`config.mk`:
```
export PLATFORM = sky130hd
export DESIGN_NAME = rewardTop
export DESIGN_NICKNAME = d
export VERILOG_FILES = /design/src/hdl/rewardPkg.sv /design/src/hdl/rewardTop.sv /design/src/hdl/txStage.sv /design/src/hdl/packetQueue.sv /design/src/hdl/rewardTrigger.sv
export VERILOG_INCLUDE_DIRS = /design/src /design/src/hdl
export SDC_FILE = /design/constraint.sdc
export NUM_CORES = 1
export LEC_CHECK = 0
export ABC_AREA = 1
export BUFFER_PORTS_ARGS = -buffer_cell sky130_fd_sc_hd__buf_2
export CAP_MARGIN = 10
export CORE_MARGIN = 4
export CORE_UTILIZATION = 58
export DETAILED_ROUTE_END_ITERATION = 7
export PLACE_DENSITY = 0.79
export SETUP_SLACK_MARGIN = 0.02
export SLEW_MARGIN = 20
export SYNTH_ARGS = -nofsm -noshare
export SYNTH_HDL_FRONTEND = slang
export SYNTH_HIERARCHICAL = 1
export SYNTH_SLANG_ARGS = --single-unit
```
`constraint.sdc`:
```
create_clock -name clk -period 10 [get_ports clk]
set_input_delay 0.5 -clock clk [delete_from_list [all_inputs] [get_ports clk]]
set_output_delay 0.5 -clock clk [all_outputs]
set_load 0.005 [all_outputs]
```
`src/hdl/reward_defs.svh`:
```
`ifndef REWARD_DEFS_SVH
`define REWARD_DEFS_SVH

// width of every id, hop, energy, q-value and timeslot field
`define WORD_WIDTH 16

// idle cycles counted before a timeout event fires
`define TIMEOUT_RELOAD 10

// invitations ripple only while their hop count stays below this
`define MAX_INV_HOPS 4

// entries in the built-packet queue
`define QUEUE_DEPTH 4

// destination for broadcast packets
// (heartbeat, invitation and cluster-head timeslot)
`define BROADCAST_ID 16'hFFFF

`endif
```
`src/hdl/rewardPkg.sv`:
```
`default_nettype none

`include "reward_defs.svh"

package rewardPkg;

    // on-air packet kinds
    // encoding matches the packet filter upstream
    typedef enum logic [2:0] {
        HB   = 3'd0,
        CHE  = 3'd1,
        INV  = 3'd2,
        MR   = 3'd3,
        CHT  = 3'd4,
        DATA = 3'd5,
        SOS  = 3'd6,
        NONE = 3'd7
    } pktType_e;

    // one built packet, stored as a single queue word
    // 3 type bits plus eight word fields
    typedef struct packed {
        pktType_e                pktType;
        // originator of the packet
        logic [`WORD_WIDTH-1:0]  sourceId;
        // sender hops from the sink
        logic [`WORD_WIDTH-1:0]  sourceHops;
        logic [`WORD_WIDTH-1:0]  qValue;
        logic [`WORD_WIDTH-1:0]  energyLeft;
        // next hop, cluster head or broadcast
        logic [`WORD_WIDTH-1:0]  destinationId;
        logic [`WORD_WIDTH-1:0]  chosenCh;
        // hops from the cluster head
        logic [`WORD_WIDTH-1:0]  hopsFromCh;
        logic [`WORD_WIDTH-1:0]  timeslot;
    } rewardPacket_t;

endpackage

`default_nettype wire

```
`src/hdl/rewardTop.sv`:
```
`timescale 1ns/1ps
`default_nettype none

`include "reward_defs.svh"

module rewardTop (
    input  wire                          clk,
    input  wire                          nrst,
    // event strobes and node status
    input  wire                          en,
    input  wire                          iHaveData,
    input  wire                          iAmDestination,
    input  wire                          role,
    input  wire                          lowE,
    // received packet
    input  wire rewardPkg::pktType_e     fPacketType,
    input  wire [`WORD_WIDTH-1:0]        fSourceId,
    input  wire [`WORD_WIDTH-1:0]        fSourceHops,
    input  wire [`WORD_WIDTH-1:0]        fQValue,
    input  wire [`WORD_WIDTH-1:0]        fEnergyLeft,
    input  wire [`WORD_WIDTH-1:0]        fHopsFromCh,
    input  wire [`WORD_WIDTH-1:0]        fChosenCh,
    // own node state
    input  wire [`WORD_WIDTH-1:0]        myNodeId,
    input  wire [`WORD_WIDTH-1:0]        myEnergy,
    input  wire [`WORD_WIDTH-1:0]        myQValue,
    input  wire [`WORD_WIDTH-1:0]        hopsFromSink,
    input  wire [`WORD_WIDTH-1:0]        hopsFromCh,
    input  wire [`WORD_WIDTH-1:0]        chosenCh,
    input  wire [`WORD_WIDTH-1:0]        chosenHop,
    input  wire [`WORD_WIDTH-1:0]        timeslot,
    // radio side
    input  wire                          okToSend,
    output logic                         txValid,
    output logic                         txSetting,
    output logic                         rewardDone,
    output rewardPkg::pktType_e          rPacketType,
    output logic [`WORD_WIDTH-1:0]       rSourceId,
    output logic [`WORD_WIDTH-1:0]       rSourceHops,
    output logic [`WORD_WIDTH-1:0]       rQValue,
    output logic [`WORD_WIDTH-1:0]       rEnergyLeft,
    output logic [`WORD_WIDTH-1:0]       rDestinationId,
    output logic [`WORD_WIDTH-1:0]       rChosenCh,
    output logic [`WORD_WIDTH-1:0]       rHopsFromCh,
    output logic [`WORD_WIDTH-1:0]       rTimeslot,
    // a packet was lost to a full queue
    output logic                         overflow
);

    // trigger to queue
    logic                         pktValid;
    rewardPkg::rewardPacket_t     pkt;
    // queue to tx stage
    rewardPkg::rewardPacket_t     headPkt;
    logic                         notEmpty;
    logic                         pop;

    rewardTrigger trigger_i (
        .clk            (clk),
        .nrst           (nrst),
        .en             (en),
        .iHaveData      (iHaveData),
        .iAmDestination (iAmDestination),
        .role           (role),
        .lowE           (lowE),
        .fPacketType    (fPacketType),
        .fSourceId      (fSourceId),
        .fSourceHops    (fSourceHops),
        .fQValue        (fQValue),
        .fEnergyLeft    (fEnergyLeft),
        .fHopsFromCh    (fHopsFromCh),
        .fChosenCh      (fChosenCh),
        .myNodeId       (myNodeId),
        .myEnergy       (myEnergy),
        .myQValue       (myQValue),
        .hopsFromSink   (hopsFromSink),
        .hopsFromCh     (hopsFromCh),
        .chosenCh       (chosenCh),
        .chosenHop      (chosenHop),
        .timeslot       (timeslot),
        .pktValid       (pktValid),
        .pkt            (pkt)
    );

    // drops on full happen inside the queue
    packetQueue #(
        .depth (`QUEUE_DEPTH)
    ) queue_i (
        .clk      (clk),
        .nrst     (nrst),
        .push     (pktValid),
        .pushPkt  (pkt),
        .pop      (pop),
        .headPkt  (headPkt),
        .notEmpty (notEmpty),
        .full     (),
        .overflow (overflow)
    );

    txStage tx_i (
        .clk            (clk),
        .nrst           (nrst),
        .headPkt        (headPkt),
        .notEmpty       (notEmpty),
        .okToSend       (okToSend),
        .pop            (pop),
        .txValid        (txValid),
        .txSetting      (txSetting),
        .rewardDone     (rewardDone),
        .rPacketType    (rPacketType),
        .rSourceId      (rSourceId),
        .rSourceHops    (rSourceHops),
        .rQValue        (rQValue),
        .rEnergyLeft    (rEnergyLeft),
        .rDestinationId (rDestinationId),
        .rChosenCh      (rChosenCh),
        .rHopsFromCh    (rHopsFromCh),
        .rTimeslot      (rTimeslot)
    );

endmodule

`default_nettype wire

```
`src/hdl/txStage.sv`:
```
`timescale 1ns/1ps
`default_nettype none

`include "reward_defs.svh"

module txStage (
    input  wire                          clk,
    input  wire                          nrst,
    input  wire rewardPkg::rewardPacket_t headPkt,
    input  wire                          notEmpty,
    input  wire                          okToSend,
    output logic                         pop,
    output logic                         txValid,
    output logic                         txSetting,
    output logic                         rewardDone,
    output rewardPkg::pktType_e          rPacketType,
    output logic [`WORD_WIDTH-1:0]       rSourceId,
    output logic [`WORD_WIDTH-1:0]       rSourceHops,
    output logic [`WORD_WIDTH-1:0]       rQValue,
    output logic [`WORD_WIDTH-1:0]       rEnergyLeft,
    output logic [`WORD_WIDTH-1:0]       rDestinationId,
    output logic [`WORD_WIDTH-1:0]       rChosenCh,
    output logic [`WORD_WIDTH-1:0]       rHopsFromCh,
    output logic [`WORD_WIDTH-1:0]       rTimeslot
);

    import rewardPkg::*;

    localparam logic [`WORD_WIDTH-1:0] oneWord = 1;

    // radio takes the packet at this edge
    logic accept;

    assign accept = txValid && okToSend;
    // refill when empty or on the accepting edge
    assign pop    = notEmpty && (!txValid || accept);

    always_ff @(posedge clk or negedge nrst) begin
        if (!nrst) begin
            txValid     <= 1'b0;
            txSetting   <= 1'b0;
            rewardDone  <= 1'b0;
            rPacketType <= NONE;
        end else begin
            // one cycle after acceptance
            rewardDone <= accept;
            if (pop) begin
                txValid     <= 1'b1;
                rPacketType <= headPkt.pktType;
                // four-hop only for MR to a distant head
                txSetting   <= (headPkt.pktType == MR) && (headPkt.hopsFromCh > oneWord);
            end else if (accept) begin
                txValid <= 1'b0;
            end
        end
    end

    // held fields, stable while txValid waits for okToSend
    always_ff @(posedge clk) begin
        if (pop) begin
            rSourceId      <= headPkt.sourceId;
            rSourceHops    <= headPkt.sourceHops;
            rQValue        <= headPkt.qValue;
            rEnergyLeft    <= headPkt.energyLeft;
            rDestinationId <= headPkt.destinationId;
            rChosenCh      <= headPkt.chosenCh;
            rHopsFromCh    <= headPkt.hopsFromCh;
            rTimeslot      <= headPkt.timeslot;
        end
    end

endmodule

`default_nettype wire

```
`src/hdl/packetQueue.sv`:
```
`timescale 1ns/1ps
`default_nettype none

`include "reward_defs.svh"

module packetQueue #(
    parameter int depth = `QUEUE_DEPTH
) (
    input  wire                          clk,
    input  wire                          nrst,
    input  wire                          push,
    input  wire rewardPkg::rewardPacket_t pushPkt,
    input  wire                          pop,
    output rewardPkg::rewardPacket_t     headPkt,
    output logic                         notEmpty,
    output logic                         full,
    output logic                         overflow
);

    import rewardPkg::*;

    localparam int ptrWidth = (depth > 1) ? $clog2(depth) : 1;
    localparam int cntWidth = $clog2(depth + 1);
    localparam logic [ptrWidth-1:0] lastSlot = ptrWidth'(depth - 1);
    localparam logic [cntWidth-1:0] maxCount = cntWidth'(depth);

    // packet storage
    rewardPacket_t          mem [depth];
    logic [ptrWidth-1:0]    wrPtr;
    logic [ptrWidth-1:0]    rdPtr;
    logic [cntWidth-1:0]    count;
    logic                   pushOk;
    logic                   popOk;

    assign notEmpty = (count != '0);
    assign full     = (count == maxCount);
    // push while full is dropped
    assign pushOk   = push && !full;
    assign popOk    = pop && notEmpty;
    assign headPkt  = mem[rdPtr];

    always_ff @(posedge clk) begin
        if (pushOk) begin
            mem[wrPtr] <= pushPkt;
        end
    end

    always_ff @(posedge clk or negedge nrst) begin
        if (!nrst) begin
            wrPtr    <= '0;
            rdPtr    <= '0;
            count    <= '0;
            overflow <= 1'b0;
        end else begin
            // pointers wrap at the last slot
            if (pushOk) begin
                wrPtr <= (wrPtr == lastSlot) ? '0 : wrPtr + 1'b1;
            end
            if (popOk) begin
                rdPtr <= (rdPtr == lastSlot) ? '0 : rdPtr + 1'b1;
            end
            // occupancy, unchanged on push with pop
            case ({pushOk, popOk})
                2'b10:   count <= count + 1'b1;
                2'b01:   count <= count - 1'b1;
                default: count <= count;
            endcase
            // sticky until reset
            if (push && full) begin
                overflow <= 1'b1;
            end
        end
    end

endmodule

`default_nettype wire

```
`src/hdl/rewardTrigger.sv`:
```
`timescale 1ns/1ps
`default_nettype none

`include "reward_defs.svh"

module rewardTrigger (
    input  wire                          clk,
    input  wire                          nrst,
    // event strobes and node status
    input  wire                          en,
    input  wire                          iHaveData,
    input  wire                          iAmDestination,
    input  wire                          role,
    input  wire                          lowE,
    // fields of the received packet
    input  wire rewardPkg::pktType_e     fPacketType,
    input  wire [`WORD_WIDTH-1:0]        fSourceId,
    input  wire [`WORD_WIDTH-1:0]        fSourceHops,
    input  wire [`WORD_WIDTH-1:0]        fQValue,
    input  wire [`WORD_WIDTH-1:0]        fEnergyLeft,
    input  wire [`WORD_WIDTH-1:0]        fHopsFromCh,
    input  wire [`WORD_WIDTH-1:0]        fChosenCh,
    // own node state
    input  wire [`WORD_WIDTH-1:0]        myNodeId,
    input  wire [`WORD_WIDTH-1:0]        myEnergy,
    input  wire [`WORD_WIDTH-1:0]        myQValue,
    input  wire [`WORD_WIDTH-1:0]        hopsFromSink,
    input  wire [`WORD_WIDTH-1:0]        hopsFromCh,
    input  wire [`WORD_WIDTH-1:0]        chosenCh,
    input  wire [`WORD_WIDTH-1:0]        chosenHop,
    input  wire [`WORD_WIDTH-1:0]        timeslot,
    // one strobe per built packet
    output logic                         pktValid,
    output rewardPkg::rewardPacket_t     pkt
);

    import rewardPkg::*;

    localparam logic [`WORD_WIDTH-1:0] invHopLimit   = `MAX_INV_HOPS;
    localparam logic [`WORD_WIDTH-1:0] timeoutReload = `TIMEOUT_RELOAD;
    localparam logic [`WORD_WIDTH-1:0] broadcastId   = `BROADCAST_ID;
    localparam logic [`WORD_WIDTH-1:0] oneWord       = 1;

    // heartbeat ripple lock, set by first HB
    logic                    hbLock;
    logic                    lockNext;
    logic [`WORD_WIDTH-1:0]  timeoutCnt;
    logic [`WORD_WIDTH-1:0]  timeoutNext;
    logic                    timeoutZero;
    // templates the rules start from
    logic                    buildValid;
    rewardPacket_t           rxPkt;
    rewardPacket_t           ownPkt;
    rewardPacket_t           buildPkt;

    assign timeoutZero = (timeoutCnt == '0);

    // received packet fields, sent on toward chosenHop by default
    always_comb begin
        rxPkt.pktType       = fPacketType;
        rxPkt.sourceId      = fSourceId;
        rxPkt.sourceHops    = fSourceHops;
        rxPkt.qValue        = fQValue;
        rxPkt.energyLeft    = fEnergyLeft;
        rxPkt.destinationId = chosenHop;
        rxPkt.chosenCh      = fChosenCh;
        rxPkt.hopsFromCh    = fHopsFromCh;
        rxPkt.timeslot      = timeslot;
    end

    // own node fields
    // used for own data, MR and CHT
    always_comb begin
        ownPkt.pktType       = DATA;
        ownPkt.sourceId      = myNodeId;
        ownPkt.sourceHops    = hopsFromSink;
        ownPkt.qValue        = myQValue;
        ownPkt.energyLeft    = myEnergy;
        ownPkt.destinationId = chosenHop;
        ownPkt.chosenCh      = chosenCh;
        ownPkt.hopsFromCh    = hopsFromCh;
        ownPkt.timeslot      = timeslot;
    end

    // prioritized event rules
    // received packet, then own data, then timeout
    always_comb begin
        buildValid = 1'b0;
        buildPkt   = rxPkt;
        lockNext   = hbLock;
        if (en) begin
            case (fPacketType)
                HB: begin
                    // ripple only the first heartbeat
                    if (!hbLock) begin
                        buildValid             = 1'b1;
                        buildPkt.sourceHops    = hopsFromSink + oneWord;
                        buildPkt.destinationId = broadcastId;
                        lockNext               = 1'b1;
                    end
                end
                INV: begin
                    if (fHopsFromCh < invHopLimit) begin
                        buildValid             = 1'b1;
                        buildPkt.hopsFromCh    = fHopsFromCh + oneWord;
                        buildPkt.destinationId = broadcastId;
                    end
                end
                DATA, SOS: begin
                    // forward only what is addressed to this node
                    if (iAmDestination) begin
                        buildValid = 1'b1;
                        if (fPacketType == DATA) begin
                            lockNext = 1'b0;
                        end
                    end
                end
                default: begin
                    buildValid = 1'b0;
                end
            endcase
        end else if (iHaveData) begin
            buildValid       = 1'b1;
            buildPkt         = ownPkt;
            buildPkt.pktType = lowE ? SOS : DATA;
            // neighbor of the sink reports no cluster head
            if (hopsFromSink == oneWord) begin
                buildPkt.chosenCh = '0;
            end
        end else if (timeoutZero) begin
            buildValid = 1'b1;
            buildPkt   = ownPkt;
            if (role) begin
                // cluster head hands out timeslots
                buildPkt.pktType       = CHT;
                buildPkt.destinationId = broadcastId;
            end else begin
                // member asks to join its chosen head
                buildPkt.pktType       = MR;
                buildPkt.destinationId = chosenCh;
            end
        end
    end

    // idle countdown, only while locked
    always_comb begin
        if (en || iHaveData || timeoutZero) begin
            timeoutNext = timeoutReload;
        end else if (hbLock) begin
            timeoutNext = timeoutCnt - oneWord;
        end else begin
            timeoutNext = timeoutCnt;
        end
    end

    always_ff @(posedge clk or negedge nrst) begin
        if (!nrst) begin
            pktValid   <= 1'b0;
            hbLock     <= 1'b0;
            timeoutCnt <= timeoutReload;
        end else begin
            pktValid   <= buildValid;
            hbLock     <= lockNext;
            timeoutCnt <= timeoutNext;
        end
    end

    // packet payload, meaningful only with pktValid
    always_ff @(posedge clk) begin
        if (buildValid) begin
            pkt <= buildPkt;
        end
    end

endmodule

`default_nettype wire

```
==> results.cfg <==
[worst_setup_path]
worstPathArrival_ps = 4890
critPathLaunchType = flop
path_common_cell = nand2_4
rr_endpoint = trigger_i/pkt[62]
crit_path_end = trigger_i/pkt[62]
reg2reg_slack_ps = 5330
reg2reg_depth = 9
path_max_fanout = 83
max_stage_delay_ps = 940
slowest_stage = nand2_4
regToRegStartpoint = trigger_i/timeoutCnt[0]
cp.required_ps = 10220
endpoint_kind = flop
path_class = reg -> reg
crit_chain = inv_1 > ha_1 > nand2_1 > nor2_4 > nand2_4 > nand2_4 > nand2_4 > nand2_4 > buf_4
startpoint = trigger_i/timeoutCnt[0]

[global_route]
antenna_found_initial = 5
grt_pass1_wl_um = 119000
grt_usage = 0.242
grt_max_degree = 220
grt_pass1_vias = 21800
grt-ovfl-total = 0

[die]
io_pins = 370
dieWidth_um = 250
dieArea_mm2 = 0.0625
rows = 88
core_area_mm2 = 0.0578
initial_core_util = 0.588
die_y_um = 250

[timing]
worst_pin_slew_ps = 1110
setup_viol = 0
hold_viol = 0
max_freq_mhz = 214
setup_tns_ps = 0
rsz0062_at_grt = false
fin_crit_ps = 4670
drv_slew = 0
finalCritPeriodShare = 0.467
relSlewSlack = 0.262
finClkSkew_ps = 26.0

[synth]
synth.ff_latch_count = 815
synth_nets = 3013
synthCells = 2767
ys.flop_type = edfxtp_1
seq_area_frac_synth = 0.716
synth_warnings = 6
synth_edf_count = 783
synthArstFlopShare = 0.0393
postSynthAreaPerCell_um2 = 12.3
synth_area_mm2 = 0.0340
ys_types = 36

[finish]
syn_to_final_growth_pct = 14.5
finalNonFillerCells = 3937
nFillCells = 4005
layout-drive-gt1-share = 0.198
regArea_mm2 = 0.0243
fin_nets = 3353
multiInputGateArea_mm2 = 0.00741

[power_and_ir_drop]
power.leakage_nw = 16.1
powerDensity_mw_per_mm2 = 267
vdd_drop_max_uv = 207

[clocking]
cts_resized = 0
htreeDepth = 3
cts_tree = yes
clock-sinks = 815
worstSkewPairLatency_ps = 610
clk_pin_slew_ps = 60
cts_buffer_depth = 3
cts_root_buffer = clkbuf_16
cts_buffers = 78

[placement]
post-dp-hpwl_um = 47600
io_buffer_count = 369
globalplace.congestion = 0.889
dp.cells = 3790

[job]
maxCapViolCount = 0

[route]
drt_pass1_iterations = 6
via_per_inst = 5.51
drc_errors = 0
vias = 21700
antenna_left = 0
routedWlPerCell_um = 19.5
drt-initial-drc-count = 1867
route.final.wire_length_um = 76800

[min_path]
hp-class = in -> reg

[outcome]
outcome = finished, final reports clean
==> area by class of cell <==
| cell class | count | share of cell area |
|---|---|---|
| flip-flops and latches | 815 | 0.626 |
| diodes | 3 | 0.000193 |
| clock inverters | 42 | 0.0119 |
| clock buffers | 100 | 0.0558 |
| well taps | 765 | 0.0246 |
| repair buffers | 394 | 0.0533 |
| multi-input cells | 1428 | 0.191 |
| inverters | 390 | 0.0379 |
==> placed cells by master (no fill, tap or decap), drive strengths merged, types with 2 or more instances in the layout <==
master	synthesis	layout
a21oi	20	20
buf	82	393
bufinv	0	9
clkbuf	52	100
clkinv	2	27
clkinvlp	0	6
dfrtp	27	27
dfstp	5	5
diode	0	3
edfxtp	783	783
ha	10	10
inv	388	390
nand2	846	846
nand3	122	122
nand3b	20	20
nand4	17	17
nor2	82	82
nor3	2	2
o211ai	263	263
o21a	2	2
o21ai	28	28
o21bai	4	4
xnor2	2	2
xor2	7	7
==> layer usage <==
| metal | share of wire | global-route usage | wire (um) |
|---|---|---|---|
| met1 | 0.39 | 0.312 | 29900 |
| met2 | 0.50 | 0.417 | 38600 |
| met3 | 0.080 | 0.0439 | 6120 |
| met4 | 0.028 | 0.0856 | 2120 |
| met5 | 0 | 0 | 0 |
==> worst min path at each step <==
stage / slack, ps / cells past startpoint / to / from
6_report: 70 / 1 / trigger_i/pkt[8] / timeslot[8]
2_1_floorplan: 200 / 0 / queue_i/count[0] / nrst
3_3_place_gp: 450 / 2 / queue_i/overflow / queue_i/overflow
3_5_place_dp: 450 / 2 / queue_i/overflow / queue_i/overflow
4_1_cts: 30 / 1 / trigger_i/pkt[1] / timeslot[1]
5_1_grt: 40 / 1 / trigger_i/pkt[14] / timeslot[14]
==> stage by stage <==
step	util	total power, W	cell area [um^2]	hold WS (ps)	setup slack, ps
after floorplan	-	0.00662	34000	204	3230
after global placement	0.626	0.00733	36200	452	5460
after detailed placement	0.626	0.00745	36200	450	5350
after CTS	0.672	0.0104	38800	33.2	5320
after global routing	0.673	0.0109	38900	44.0	4990
final	0.673	0.0104	38900	73.9	5330
==> synthesized netlist by cell type, types with 26 or more instances <==
| master | instances | area share |
|---|---|---|
| o211ai_2 | 90 | 0.033 |
| nand2_1 | 831 | 0.092 |
| nor2_1 | 79 | 0.0087 |
| buf_2 | 43 | 0.0063 |
| o21ai_0 | 28 | 0.0041 |
| buf_6 | 26 | 0.0086 |
| o211ai_1 | 173 | 0.038 |
| inv_1 | 386 | 0.043 |
| nand3_1 | 122 | 0.018 |
| edfxtp_1 | 783 | 0.69 |
| clkbuf_1 | 51 | 0.0056 |
| dfrtp_1 | 27 | 0.020 |
==> power by group <==
group / internal, W / total (W) / leakage [nW] / switching (W)
logic: 0.000786 / 0.00243 / 7.10 / 0.00165
clock network: 0.00177 / 0.00297 / 1.27 / 0.00120
registers: 0.00464 / 0.00496 / 7.68 / 0.000317
==> registers in the layout (all words and copies together), names as in the netlist <==
name / count
tx_i/rHopsFromCh: 16
queue_i/wrPtr: 2
tx_i/rPacketType: 3
queue_i/count: 3
trigger_i/timeoutCnt: 16
tx_i/txValid: 1
tx_i/rSourceHops: 16
tx_i/rTimeslot: 16
tx_i/txSetting: 1
tx_i/rDestinationId: 16
queue_i/rdPtr: 2
queue_i/overflow: 1
tx_i/rChosenCh: 16
tx_i/rewardDone: 1
trigger_i/hbLock: 1
queue_i/mem: 524
trigger_i/pkt: 131
tx_i/rQValue: 16
tx_i/rEnergyLeft: 16
tx_i/rSourceId: 16
trigger_i/pktValid: 1
==> kinds of logic (layout without fill, tap and decap cells) <==
family,count (synthesis),count (layout),synth area share
fa+ha+maj,11,11,0.00427
buf+inv,524,926,0.0670
flops,815,815,0.716
xor+xnor,9,9,0.00232
simple gates,1091,1091,0.131
compound gates,317,317,0.0798
other cells,0,3,0
==> timing repair <==
action	CTS	global route
hold endpoints to repair	2	0
endpoints found under the setup margin	0	0
setup buffers	0	0
hold buffers	1	0
==> worst max-delay path, delay by kind of cell (launching register included) <==
family                   cells  cell delay, ps
adder cells (fa/ha/maj)      1             220
flip-flops                   1             380
AND/OR/NAND/NOR              6            2530
buffers and inverters        2             990
Note: power is estimated with default switching activity, not from simulation.
